--- src/source/trace_pkg.sv ---
package trace_pkg;

    ////////////////////////////////////////////////////////////////////////////
    // Sizes.
    ////////////////////////////////////////////////////////////////////////////

    localparam int xlen             = 64;
    localparam int packet_width     = 256;
    localparam int beat_width       = 64;
    localparam int beats_per_packet = packet_width / beat_width;
    localparam int beat_idx_bits    = $clog2(beats_per_packet);
    localparam int fifo_depth       = 4;
    localparam int fifo_ptr_bits    = $clog2(fifo_depth);
    localparam int cycle_bits       = 27;

    // Packet kinds, as carried in the top two bits of a packet.
    localparam logic [1:0] kind_store  = 2'd0;
    localparam logic [1:0] kind_load   = 2'd1;
    localparam logic [1:0] kind_retire = 2'd2;
    localparam logic [1:0] kind_trap   = 2'd3;

    // Register map.
    localparam logic [1:0] reg_ctrl       = 2'd0;
    localparam logic [1:0] reg_priv_mask  = 2'd1;
    localparam logic [1:0] reg_kind_mask  = 2'd2;
    localparam logic [1:0] reg_drop_count = 2'd3;

    ////////////////////////////////////////////////////////////////////////////
    // Core side.
    ////////////////////////////////////////////////////////////////////////////

    typedef struct packed {
        logic                  valid;
        logic [1:0]            prv;
        logic                  xlen64;
        logic [cycle_bits-1:0] cycle;
        logic [xlen-1:0]       pc;
        logic [31:0]           insn;
        logic                  mem_req;
        logic                  mem_wr;
        logic [xlen-1:0]       mem_addr;
        logic [xlen-1:0]       mem_rdata;
        logic [xlen-1:0]       mem_wdata;
        logic [xlen-1:0]       csr_wdata;
        logic [xlen-1:0]       rd_data;
    } retire_info_t;

    typedef struct packed {
        logic            trap_en;
        logic [xlen-1:0] epc;
        logic [xlen-1:0] mcause;
        logic [xlen-1:0] mtval;
    } trap_info_t;

    ////////////////////////////////////////////////////////////////////////////
    // Packet.
    ////////////////////////////////////////////////////////////////////////////

    typedef struct packed {
        logic [1:0]            kind;
        logic [1:0]            prv;
        logic                  xlen64;
        logic [cycle_bits-1:0] cycle;
    } packet_head_t;

    typedef struct packed {
        packet_head_t    head;
        logic [xlen-1:0] pc;
        logic [31:0]     insn;
        logic [xlen-1:0] mem_addr;
        logic [xlen-1:0] mem_data;    // Rdata on loads, wdata on stores.
    } packet_mem_t;

    typedef struct packed {
        packet_head_t    head;
        logic [xlen-1:0] pc;
        logic [31:0]     insn;
        logic [xlen-1:0] csr_wdata;
        logic [xlen-1:0] rd_data;
    } packet_reg_t;

    typedef struct packed {
        packet_head_t    head;
        logic [xlen-1:0] epc;
        logic [31:0]     insn;        // Always zero.
        logic [xlen-1:0] mcause;
        logic [xlen-1:0] mtval;
    } packet_trap_t;

    // The kind field in the head picks the view.
    typedef union packed {
        packet_mem_t  mem;
        packet_reg_t  regs;
        packet_trap_t trap;
    } trace_packet_u;

    ////////////////////////////////////////////////////////////////////////////
    // Configuration.
    ////////////////////////////////////////////////////////////////////////////

    typedef struct packed {
        logic       enable;
        logic [3:0] priv_mask;
        logic [3:0] kind_mask;
    } trace_cfg_t;

    typedef struct packed {
        logic        wr;
        logic [1:0]  addr;
        logic [31:0] wdata;
    } reg_req_t;

endpackage

--- src/source/trace_ctrl_regs.sv ---
module trace_ctrl_regs (
    input  logic                  clk,
    input  logic                  reset,
    input  trace_pkg::reg_req_t   reg_req,
    input  logic                  drop,
    output logic [31:0]           reg_rdata,
    output trace_pkg::trace_cfg_t cfg
);

logic [31:0] drop_count;
logic        wr_ctrl;
logic        wr_priv_mask;
logic        wr_kind_mask;
logic        wr_drop_count;

////////////////////////////////////////////////////////////////////////////
// Write decode.
////////////////////////////////////////////////////////////////////////////

assign wr_ctrl       = reg_req.wr && (reg_req.addr == trace_pkg::reg_ctrl);
assign wr_priv_mask  = reg_req.wr && (reg_req.addr == trace_pkg::reg_priv_mask);
assign wr_kind_mask  = reg_req.wr && (reg_req.addr == trace_pkg::reg_kind_mask);
assign wr_drop_count = reg_req.wr && (reg_req.addr == trace_pkg::reg_drop_count);

always_ff @(posedge clk) begin
    if (reset) begin
        cfg.enable    <= 1'b0;
        cfg.priv_mask <= '1;    // Trace every privilege level.
        cfg.kind_mask <= '1;    // And every packet kind.
    end
    else begin
        if (wr_ctrl) begin
            cfg.enable <= reg_req.wdata[0];
        end
        if (wr_priv_mask) begin
            cfg.priv_mask <= reg_req.wdata[3:0];
        end
        if (wr_kind_mask) begin
            cfg.kind_mask <= reg_req.wdata[3:0];
        end
    end
end

// Saturating counter of packets lost to a full FIFO. A write clears it.
always_ff @(posedge clk) begin
    if (reset) begin
        drop_count <= '0;
    end
    else if (wr_drop_count) begin
        drop_count <= '0;
    end
    else if (drop && (drop_count != '1)) begin
        drop_count <= drop_count + 32'd1;
    end
end

////////////////////////////////////////////////////////////////////////////
// Read mux.
////////////////////////////////////////////////////////////////////////////

always_comb begin
    case (reg_req.addr)
        trace_pkg::reg_ctrl: begin
            reg_rdata = {31'd0, cfg.enable};
        end
        trace_pkg::reg_priv_mask: begin
            reg_rdata = {28'd0, cfg.priv_mask};
        end
        trace_pkg::reg_kind_mask: begin
            reg_rdata = {28'd0, cfg.kind_mask};
        end
        default: begin
            reg_rdata = drop_count;
        end
    endcase
end

endmodule

--- src/source/trace_fifo.sv ---
module trace_fifo (
    input  logic                     clk,
    input  logic                     reset,
    input  logic                     wr,
    input  trace_pkg::trace_packet_u wdata,
    input  logic                     pop,
    output logic                     empty,
    output trace_pkg::trace_packet_u head,
    output logic                     drop
);

trace_pkg::trace_packet_u mem [trace_pkg::fifo_depth];

logic [trace_pkg::fifo_ptr_bits-1:0] rd_ptr;
logic [trace_pkg::fifo_ptr_bits-1:0] wr_ptr;
logic [trace_pkg::fifo_ptr_bits:0]   count;
logic                                full;
logic                                push;
logic                                take;

assign full  = (count == trace_pkg::fifo_depth);
assign empty = (count == '0);

// A pop at the same edge frees the slot for an incoming write.
assign push = wr && (!full || pop);
assign take = pop && !empty;
assign drop = wr && full && !pop;

assign head = mem[rd_ptr];    // Oldest entry, shown ahead.

always_ff @(posedge clk) begin
    if (push) begin
        mem[wr_ptr] <= wdata;
    end
end

////////////////////////////////////////////////////////////////////////////
// Pointers and fill level.
////////////////////////////////////////////////////////////////////////////

always_ff @(posedge clk) begin
    if (reset) begin
        wr_ptr <= '0;
        rd_ptr <= '0;
    end
    else begin
        if (push) begin
            wr_ptr <= wr_ptr + 1'b1;
        end
        if (take) begin
            rd_ptr <= rd_ptr + 1'b1;
        end
    end
end

always_ff @(posedge clk) begin
    if (reset) begin
        count <= '0;
    end
    else begin
        case ({push, take})
            2'b10: begin
                count <= count + 1'b1;
            end
            2'b01: begin
                count <= count - 1'b1;
            end
            default: begin
                count <= count;    // Both or neither.
            end
        endcase
    end
end

endmodule

--- src/source/trace_packer.sv ---
module trace_packer (
    input  logic                     clk,
    input  logic                     reset,
    input  trace_pkg::retire_info_t  retire,
    input  trace_pkg::trap_info_t    trap,
    input  trace_pkg::trace_cfg_t    cfg,
    output logic                     pkt_wr,
    output trace_pkg::trace_packet_u pkt
);

logic [1:0]               kind;
logic                     fire;
logic                     keep;
trace_pkg::packet_head_t  head;
trace_pkg::trace_packet_u pkt_d;

// A trap wins over a retire in the same cycle.
always_comb begin
    if (trap.trap_en) begin
        kind = trace_pkg::kind_trap;
    end
    else if (retire.mem_req && retire.mem_wr) begin
        kind = trace_pkg::kind_store;
    end
    else if (retire.mem_req) begin
        kind = trace_pkg::kind_load;
    end
    else begin
        kind = trace_pkg::kind_retire;
    end
end

assign head.kind   = kind;
assign head.prv    = retire.prv;
assign head.xlen64 = retire.xlen64;
assign head.cycle  = retire.cycle;

always_comb begin
    case (kind)
        trace_pkg::kind_store, trace_pkg::kind_load: begin
            pkt_d.mem.head     = head;
            pkt_d.mem.pc       = retire.pc;
            pkt_d.mem.insn     = retire.insn;
            pkt_d.mem.mem_addr = retire.mem_addr;
            pkt_d.mem.mem_data = retire.mem_wr ? retire.mem_wdata : retire.mem_rdata;
        end
        trace_pkg::kind_trap: begin
            pkt_d.trap.head   = head;
            pkt_d.trap.epc    = trap.epc;
            pkt_d.trap.insn   = 32'd0;
            pkt_d.trap.mcause = trap.mcause;
            pkt_d.trap.mtval  = trap.mtval;
        end
        default: begin
            pkt_d.regs.head      = head;
            pkt_d.regs.pc        = retire.pc;
            pkt_d.regs.insn      = retire.insn;
            pkt_d.regs.csr_wdata = retire.csr_wdata;
            pkt_d.regs.rd_data   = retire.rd_data;
        end
    endcase
end

assign fire = cfg.enable && (trap.trap_en || retire.valid);
assign keep = fire && cfg.priv_mask[retire.prv] && cfg.kind_mask[kind];

always_ff @(posedge clk) begin
    if (reset) begin
        pkt_wr <= 1'b0;
    end
    else begin
        pkt_wr <= keep;
    end
end

always_ff @(posedge clk) begin
    if (keep) begin
        pkt <= pkt_d;
    end
end

endmodule

--- src/source/trace_serializer.sv ---
module trace_serializer (
    input  logic                             clk,
    input  logic                             reset,
    input  logic                             empty,
    input  trace_pkg::trace_packet_u         head,
    input  logic                             stall,
    output logic                             pop,
    output logic                             beat_valid,
    output logic [trace_pkg::beat_width-1:0] beat_data,
    output logic                             beat_last
);

localparam logic [trace_pkg::beat_idx_bits-1:0] last_idx =
    trace_pkg::beat_idx_bits'(trace_pkg::beats_per_packet - 1);

// Word 0 is bits 63:0 of the packet and leaves first.
logic [trace_pkg::beats_per_packet-1:0][trace_pkg::beat_width-1:0] words;
logic [trace_pkg::beat_idx_bits-1:0]                               idx;
logic                                                              holding;
logic                                                              last;

assign last = holding && (idx == last_idx);

// Reload when idle, or as the final beat leaves, so packets run back to back.
assign pop = !empty && (!holding || (last && !stall));

always_ff @(posedge clk) begin
    if (reset) begin
        holding <= 1'b0;
        idx     <= '0;
    end
    else if (pop) begin
        holding <= 1'b1;
        idx     <= '0;
    end
    else if (holding && !stall) begin
        if (last) begin
            holding <= 1'b0;
        end
        idx <= idx + 1'b1;    // Wraps to zero after the last word.
    end
end

always_ff @(posedge clk) begin
    if (pop) begin
        words <= head;
    end
end

////////////////////////////////////////////////////////////////////////////
// Beat output.
////////////////////////////////////////////////////////////////////////////

assign beat_valid = holding;
assign beat_data  = words[idx];
assign beat_last  = last;

endmodule

--- src/source/trace_unit.sv ---
module trace_unit (
    input  logic                             clk,
    input  logic                             reset,
    input  trace_pkg::retire_info_t          retire,
    input  trace_pkg::trap_info_t            trap,
    input  trace_pkg::reg_req_t              reg_req,
    output logic [31:0]                      reg_rdata,
    input  logic                             stall,
    output logic                             beat_valid,
    output logic [trace_pkg::beat_width-1:0] beat_data,
    output logic                             beat_last
);

trace_pkg::trace_cfg_t    cfg;
logic                     pkt_wr;
trace_pkg::trace_packet_u pkt;
logic                     drop;
logic                     empty;
trace_pkg::trace_packet_u head;
logic                     pop;

trace_ctrl_regs trace_ctrl_regs_i (
    .clk       (clk),
    .reset     (reset),
    .reg_req   (reg_req),
    .drop      (drop),
    .reg_rdata (reg_rdata),
    .cfg       (cfg)
);

trace_packer trace_packer_i (
    .clk    (clk),
    .reset  (reset),
    .retire (retire),
    .trap   (trap),
    .cfg    (cfg),
    .pkt_wr (pkt_wr),
    .pkt    (pkt)
);

trace_fifo trace_fifo_i (
    .clk   (clk),
    .reset (reset),
    .wr    (pkt_wr),
    .wdata (pkt),
    .pop   (pop),
    .empty (empty),
    .head  (head),
    .drop  (drop)
);

trace_serializer trace_serializer_i (
    .clk        (clk),
    .reset      (reset),
    .empty      (empty),
    .head       (head),
    .stall      (stall),
    .pop        (pop),
    .beat_valid (beat_valid),
    .beat_data  (beat_data),
    .beat_last  (beat_last)
);

endmodule

--- config.mk ---
export PLATFORM = sky130hd
export DESIGN_NAME = trace_unit
export DESIGN_NICKNAME = d
export VERILOG_FILES = /design/src/source/trace_pkg.sv /design/src/source/trace_ctrl_regs.sv /design/src/source/trace_fifo.sv /design/src/source/trace_packer.sv /design/src/source/trace_serializer.sv /design/src/source/trace_unit.sv
export SDC_FILE = /design/constraint.sdc
export NUM_CORES = 1
export LEC_CHECK = 0
export BUFFER_PORTS_ARGS = -buffer_cell sky130_fd_sc_hd__buf_2
export CAP_MARGIN = 10
export CORE_MARGIN = 2
export CORE_UTILIZATION = 50
export DETAILED_ROUTE_END_ITERATION = 16
export PLACE_DENSITY = 0.7
export SYNTH_ARGS = -nofsm -noshare
export SYNTH_HDL_FRONTEND = slang
export SYNTH_SLANG_ARGS = --single-unit
--- constraint.sdc ---
create_clock -name clk -period 27 [get_ports clk]
set_clock_uncertainty 0.2 [all_clocks]
set_input_delay 5.4 -clock clk [delete_from_list [all_inputs] [get_ports clk]]
set_output_delay 5.4 -clock clk [all_outputs]
set_load 0.02 [all_outputs]
==> flow_metrics.py, run 1 <==
metrics = {
    "power_and_ir_drop": {
        "irDropWorstVdd_mv": 0.0537,
        "p_leak_nw": 24.0,
        "p_per_area_nw_per_um2": 82.9,
        "p_total_mw": 5.92,
    },
    "clocking": {
        "cts_tree": "yes",
        "clockRootBuffer": "clkbuf_16",
        "insertion_delay_ns": 0.74,
        "clock-sinks": 1588,
        "path_clk_slew_ns": 0.06,
        "cts_made_buffers": 158,
        "htreeDepth": 4,
        "cts_setup_buffers": 0,
        "ctsHoldBuffers": 0,
        "cts_resized": 0,
        "clockBufferDepth": 3,
    },
    "global_route": {
        "grt_pass1_wl_um": 191000,
        "overflow": 0,
        "first_global_vias": 30500,
        "grt_max_degree": 112,
        "grt_antenna_before_repair": 7,
        "grt_use_total_pct": 20.6,
    },
    "place": {
        "place.gp.congestion": 0.842,
        "dpl.cell_count": 5210,
        "dpl-instance-area_sq_um": 66300,
        "portBuffers": 749,
        "dp_slack_ns": 14.85,
        "dp_hpwl_um": 79500,
    },
    "setup_path": {
        "slowest_stage": "buf_2",
        "cp_cell_sequence": "buf_2 > mux2_2 > a22o_1 > buf_2",
        "required_ns": 21.40,
        "cp_slowest_stage_delay_ns": 0.41,
        "ff2ff_path_depth": 6,
        "end_kind": "output port",
        "critical_path_class": "in -> out",
        "worst_path_most_repeated_cell": "buf_2",
        "worst-path-max-fanout": 37,
        "critPathArrivalTime_ns": 6.57,
        "critPathLaunchType": "input pin",
    },
    "synthesis": {
        "yosys_register_bits": 1588,
        "synth_area_per_cell_sq_um": 20.5,
        "syn-cell-area_sq_um": 60800,
        "synth_edf_count": 1536,
        "syn_inst": 2971,
        "syn_nets": 3659,
        "synth_flop_cell": "edfxtp_1",
        "yosysSeqAreaShare_pct": 77.6,
        "synth_cell_type_count": 52,
        "synthArstFlopShare_pct": 0,
        "ys_warn_count": 0,
    },
    "finish": {
        "nets": 4446,
        "postLayoutCellArea_sq_um": 71300,
        "finalNonFillerCells": 5501,
        "syn_to_final_growth_pct": 17.3,
        "layout-drive-gt1-share_pct": 36.4,
    },
    "timing": {
        "rsz0062_at_grt": "no",
        "setup_ws_ns": 14.83,
        "fin_crit_sh_pct": 45.1,
        "fmax_ghz": 0.0822,
        "fin_crit_ns": 12.17,
        "tns_ns": 0,
        "maxSlewHeadroom_pct": 20.2,
        "tightest_slew_ns": 1.18,
        "setup_violations": 0,
        "hold_viol": 0,
        "drv_slew": 0,
    },
    "floorplanning": {
        "die_area_sq_um": 124000,
        "initial_core_util_pct": 50.5,
        "row_count": 127,
        "chipHeight_um": 353,
        "fp.coreArea_sq_um": 120000,
        "ioPinCount": 778,
        "die_w_um": 353,
    },
    "drt": {
        "vias_per_cell": 5.55,
        "routed_wl_um": 130000,
        "dr.pass1.iters": 7,
        "wl_per_cell_um": 23.6,
        "ant_nets": 0,
        "via_count": 30500,
        "drt_iter0_drc": 2297,
        "drc": 0,
    },
    "outcome": {
        "status": "complete, no violations",
    },
    "run": {
        "maxCapViolations": 0,
    },
    "min_path": {
        "whs_path_depth": 0,
        "hp-class": "reg -> reg",
    },
}
## metrics by stage
| step | hold WS, ns | utilization [%] |
|---|---|---|
| floorplan | 0.249 | - |
| global placement | 0.270 | 55.1 |
| detailed placement | 0.280 | 55.1 |
| CTS | 0.279 | 59.3 |
| global route | 0.304 | 59.3 |
| finish | 0.280 | 59.3 |
## final timing paths
path,from,endpoint,slack [ns]
min,trace_packer_i.pkt[76],trace_fifo_i.mem[0][76],0.28
min reg2reg,trace_packer_i.pkt[76],trace_fifo_i.mem[0][76],0.28
max,reg_req[33],reg_rdata[2],14.83
max reg2reg,trace_serializer_i.idx[0],trace_fifo_i.mem[2][21],22.06
## cells in the final DEF, fill, tap and decap left out, types with 23 or more instances in the layout
master and n:
nand2_1 214, or4_1 24, mux4_2 322, clkbuf_16 165, nor2b_1 34, dfxtp_1 48, clkinv_2 25, clkbuf_1 43
and3_1 33, clkinv_1 30, mux2i_1 131, buf_4 41, mux2_2 67, edfxtp_1 1536, buf_2 746, a21oi_1 29
o31ai_1 23, o21ai_0 195
## worst max-delay path, delay by kind of cell
family	cells	cell delay (ns)
multiplexers	1	0.40
AO/OA/AOI/OAI	1	0.19
buffers and inverters	2	0.57
## cells in the mapped netlist (4+ instances only)
cell type | count | share of area [%]
a21oi_2 | 4 | 0.058
mux2_2 | 67 | 1.2
inv_1 | 15 | 0.093
dfxtp_1 | 52 | 1.7
o21ai_0 | 195 | 1.6
buf_1 | 51 | 0.31
mux2i_1 | 131 | 2.2
nor2b_1 | 34 | 0.35
ha_1 | 7 | 0.14
and2_1 | 4 | 0.041
nand3_1 | 20 | 0.16
edfxtp_1 | 1536 | 76
buf_2 | 11 | 0.091
o31ai_1 | 23 | 0.28
nand2_1 | 214 | 1.3
a211o_1 | 5 | 0.072
a21oi_1 | 30 | 0.25
clkbuf_1 | 100 | 0.62
mux4_2 | 322 | 12
nand4_1 | 10 | 0.10
nor3_1 | 5 | 0.041
or4_1 | 24 | 0.30
nor2_1 | 19 | 0.12
o211ai_1 | 6 | 0.074
and3_1 | 37 | 0.38
or3_1 | 8 | 0.082
## layout make-up
class / instances / area [sq um]
diodes: 4 / 10.0
clock buffers: 210 / 4320
clock inverters: 77 / 663
fillers: 8695 / 49000
inverters: 15 / 56.3
multi-input cells: 1203 / 13000
flip-flops and latches: 1588 / 47200
well taps: 1612 / 2020
repair buffers: 792 / 4130
## sequential cells by signal, summed over array words and instances (netlist names)
name                           flops
trace_serializer_i.words         256
trace_fifo_i.wr_ptr                2
trace_packer_i.pkt_wr              1
trace_fifo_i.rd_ptr                2
trace_serializer_i.idx             2
trace_packer_i.pkt               256
trace_fifo_i.mem                1024
trace_ctrl_regs_i.drop_count      32
trace_serializer_i.beat_valid      1
trace_ctrl_regs_i.cfg              9
trace_fifo_i.count                 3
## report_power, final
| group | switching [mW] | internal, mW | leakage, nW |
|---|---|---|---|
| sequential | 0.0909 | 2.98 | 14.3 |
| combinational | 0.445 | 0.311 | 7.26 |
| clock | 0.876 | 1.22 | 2.42 |
## cell families after synthesis
| family | Yosys count | synth area share [%] |
|---|---|---|
| AO/OA/AOI/OAI | 276 | 2.50 |
| XOR/XNOR | 6 | 0.0864 |
| adder cells (fa/ha/maj) | 8 | 0.177 |
| buffers and inverters | 180 | 1.19 |
| flip-flops | 1588 | 77.6 |
| multiplexers | 520 | 15.3 |
| AND/OR/NAND/NOR | 393 | 3.15 |
## metal layers
layer | routed length [um] | vias up | global-route usage [%] | part of all wire (%)
met4 | 3130 | 6 | 6.26 | 2.4
met1 | 53700 | 15500 | 28.3 | 41
li1 | - | 13700 | - | -
met2 | 63300 | 1083 | 33.1 | 49
met3 | 9440 | 178 | 4.65 | 7.3
met5 | 40 | - | 0 | 0.031
Note: power is estimated with default switching activity, not from simulation.
==> run 2: changes to the inputs <==
==> constraint.sdc (replaced) <==
create_clock -name clk -period 12.1 [get_ports clk]
set_clock_uncertainty 0.2 [all_clocks]
set_input_delay 2.42 -clock clk [delete_from_list [all_inputs] [get_ports clk]]
set_output_delay 2.42 -clock clk [all_outputs]
set_load 0.02 [all_outputs]
==> run 2 against run 1 <==
Compared with the run above: first-iteration DRC count grew 12%; count of clock-buffer cells in the layout fell by 15; sequential cell count did not move; non-clock buffer count fell by 1; highest routed layer unchanged; sequential power up 120%; largest cell class unchanged; hold slack better by 0.012 ns; register-to-register slack worse by 14 ns; cell count about the same; total power rose by 120%; clock power up 130%.
==> flow_metrics.py, run 2 (synthesis results as in run 1) <==
metrics = {
    "clocking": {
        "clock-sinks": 1588,
        "clockRootBuffer": "clkbuf_16",
        "path_clk_slew_ns": 0.06,
        "htreeDepth": 4,
        "ctsHoldBuffers": 0,
        "cts_setup_buffers": 0,
        "clockBufferDepth": 3,
        "insertion_delay_ns": 0.77,
        "cts_made_buffers": 159,
        "cts_resized": 0,
        "cts_tree": "yes",
    },
    "outcome": {
        "status": "complete, no violations",
    },
    "setup_path": {
        "worst-path-max-fanout": 31,
        "critical_path_class": "reg -> out",
        "critPathLaunchType": "flip-flop",
        "required_ns": 9.48,
        "ff2ff_path_depth": 5,
        "end_kind": "output port",
        "critPathArrivalTime_ns": 3.64,
    },
    "floorplanning": {
        "row_count": 127,
        "initial_core_util_pct": 50.5,
        "die_area_sq_um": 124000,
        "ioPinCount": 778,
        "chipHeight_um": 353,
        "die_w_um": 353,
        "fp.coreArea_sq_um": 120000,
    },
    "drt": {
        "drt_iter0_drc": 2579,
        "dr.pass1.iters": 5,
        "vias_per_cell": 5.56,
        "via_count": 30600,
        "wl_per_cell_um": 23.8,
        "routed_wl_um": 131000,
        "ant_nets": 0,
        "drc": 0,
    },
    "min_path": {
        "whs_path_depth": 0,
        "hp-class": "reg -> reg",
    },
    "timing": {
        "drv_slew": 0,
        "fin_crit_ns": 6.26,
        "rsz0062_at_grt": "no",
        "hold_viol": 0,
        "maxSlewHeadroom_pct": 23.4,
        "tightest_slew_ns": 1.15,
        "tns_ns": 0,
        "fin_crit_sh_pct": 51.7,
        "setup_violations": 0,
        "fmax_ghz": 0.160,
    },
    "finish": {
        "postLayoutCellArea_sq_um": 71400,
        "fill_cells": 8729,
        "layout_commonest_cell": "edfxtp_1",
        "nets": 4446,
        "top_regs": "trace_fifo_i.mem x1024, trace_packer_i.pkt x256, trace_serializer_i.words x256",
        "syn_to_final_growth_pct": 17.4,
        "seq_area_sq_um": 47200,
        "multi_input_area_sq_um": 13000,
        "largest_register_ffs": 1024,
        "mostFrequentLayoutCells": "1,536 x edfxtp_1, 746 x buf_2, 322 x mux4_2",
        "top_register": "trace_fifo_i.mem",
        "layout-drive-gt1-share_pct": 36.5,
    },
    "power_and_ir_drop": {
        "p_leak_nw": 24.0,
        "irDropWorstVdd_mv": 0.136,
        "p_per_area_nw_per_um2": 185,
    },
    "run": {
        "maxCapViolations": 0,
    },
    "global_route": {
        "overflow": 0,
        "grt_max_degree": 146,
        "grt_pass1_wl_um": 194000,
        "grt_use_total_pct": 20.9,
        "grt_antenna_before_repair": 10,
        "first_global_vias": 31000,
    },
    "place": {
        "dp_hpwl_um": 78700,
        "place.gp.congestion": 0.876,
        "dpl-instance-area_sq_um": 66400,
        "portBuffers": 749,
    },
}
==> run 2: layer usage <==
layer | vias to the layer above | share of wire, % | global-route usage (%)
met2 | 1099 | 50 | 34.5
met4 | 4 | 2.6 | 6.68
li1 | 13700 | - | -
met1 | 15600 | 41 | 28.6
met3 | 191 | 6.5 | 3.87
met5 | - | 0.019 | 0
==> run 2: final cells by class <==
class	instances	share of cell area, %
clock buffer	195	5.83
multi-input combinational	1203	18.1
timing repair buffer	791	5.83
clock inverter	93	1.21
inverter	15	0.0788
sequential	1588	66.1
tap	1612	2.82
antenna	3	0.0105
==> run 2: final timing paths <==
check	to	from	slack, ns
setup reg to reg	trace_serializer_i.words[171]	trace_serializer_i.idx[1]	7.60
setup / recovery	beat_data[17]	trace_serializer_i.idx[0]	5.84
hold / removal	trace_fifo_i.mem[3][159]	trace_packer_i.pkt[159]	0.29
hold reg to reg	trace_fifo_i.mem[3][159]	trace_packer_i.pkt[159]	0.29
==> run 2: through the flow <==
step	utilization, %	std cells	hold slack (ns)	setup WS, ns	total power [mW]
after floorplan	-	2971	0.249	0.330	8.07
final	59.4	5500	0.292	5.84	13.2
after detailed placement	55.2	5209	0.279	5.91	8.68
after CTS	59.4	5497	0.277	5.66	13.4
after global routing	59.4	5497	0.303	5.59	13.7
after global placement	55.2	5209	0.269	5.93	8.66
==> run 2: where the power goes <==
group | switching [mW] | internal [mW]
registers | 0.184 | 6.64
logic | 1.01 | 0.695
clock network | 1.99 | 2.73
total | 3.18 | 10.1
==> run 2: worst max-delay path: stages (launching register included) <==
cell and delay, ns:
dfxtp_4 0.46, buf_4 0.65, buf_4 0.78, mux4_2 0.67, buf_2 0.19
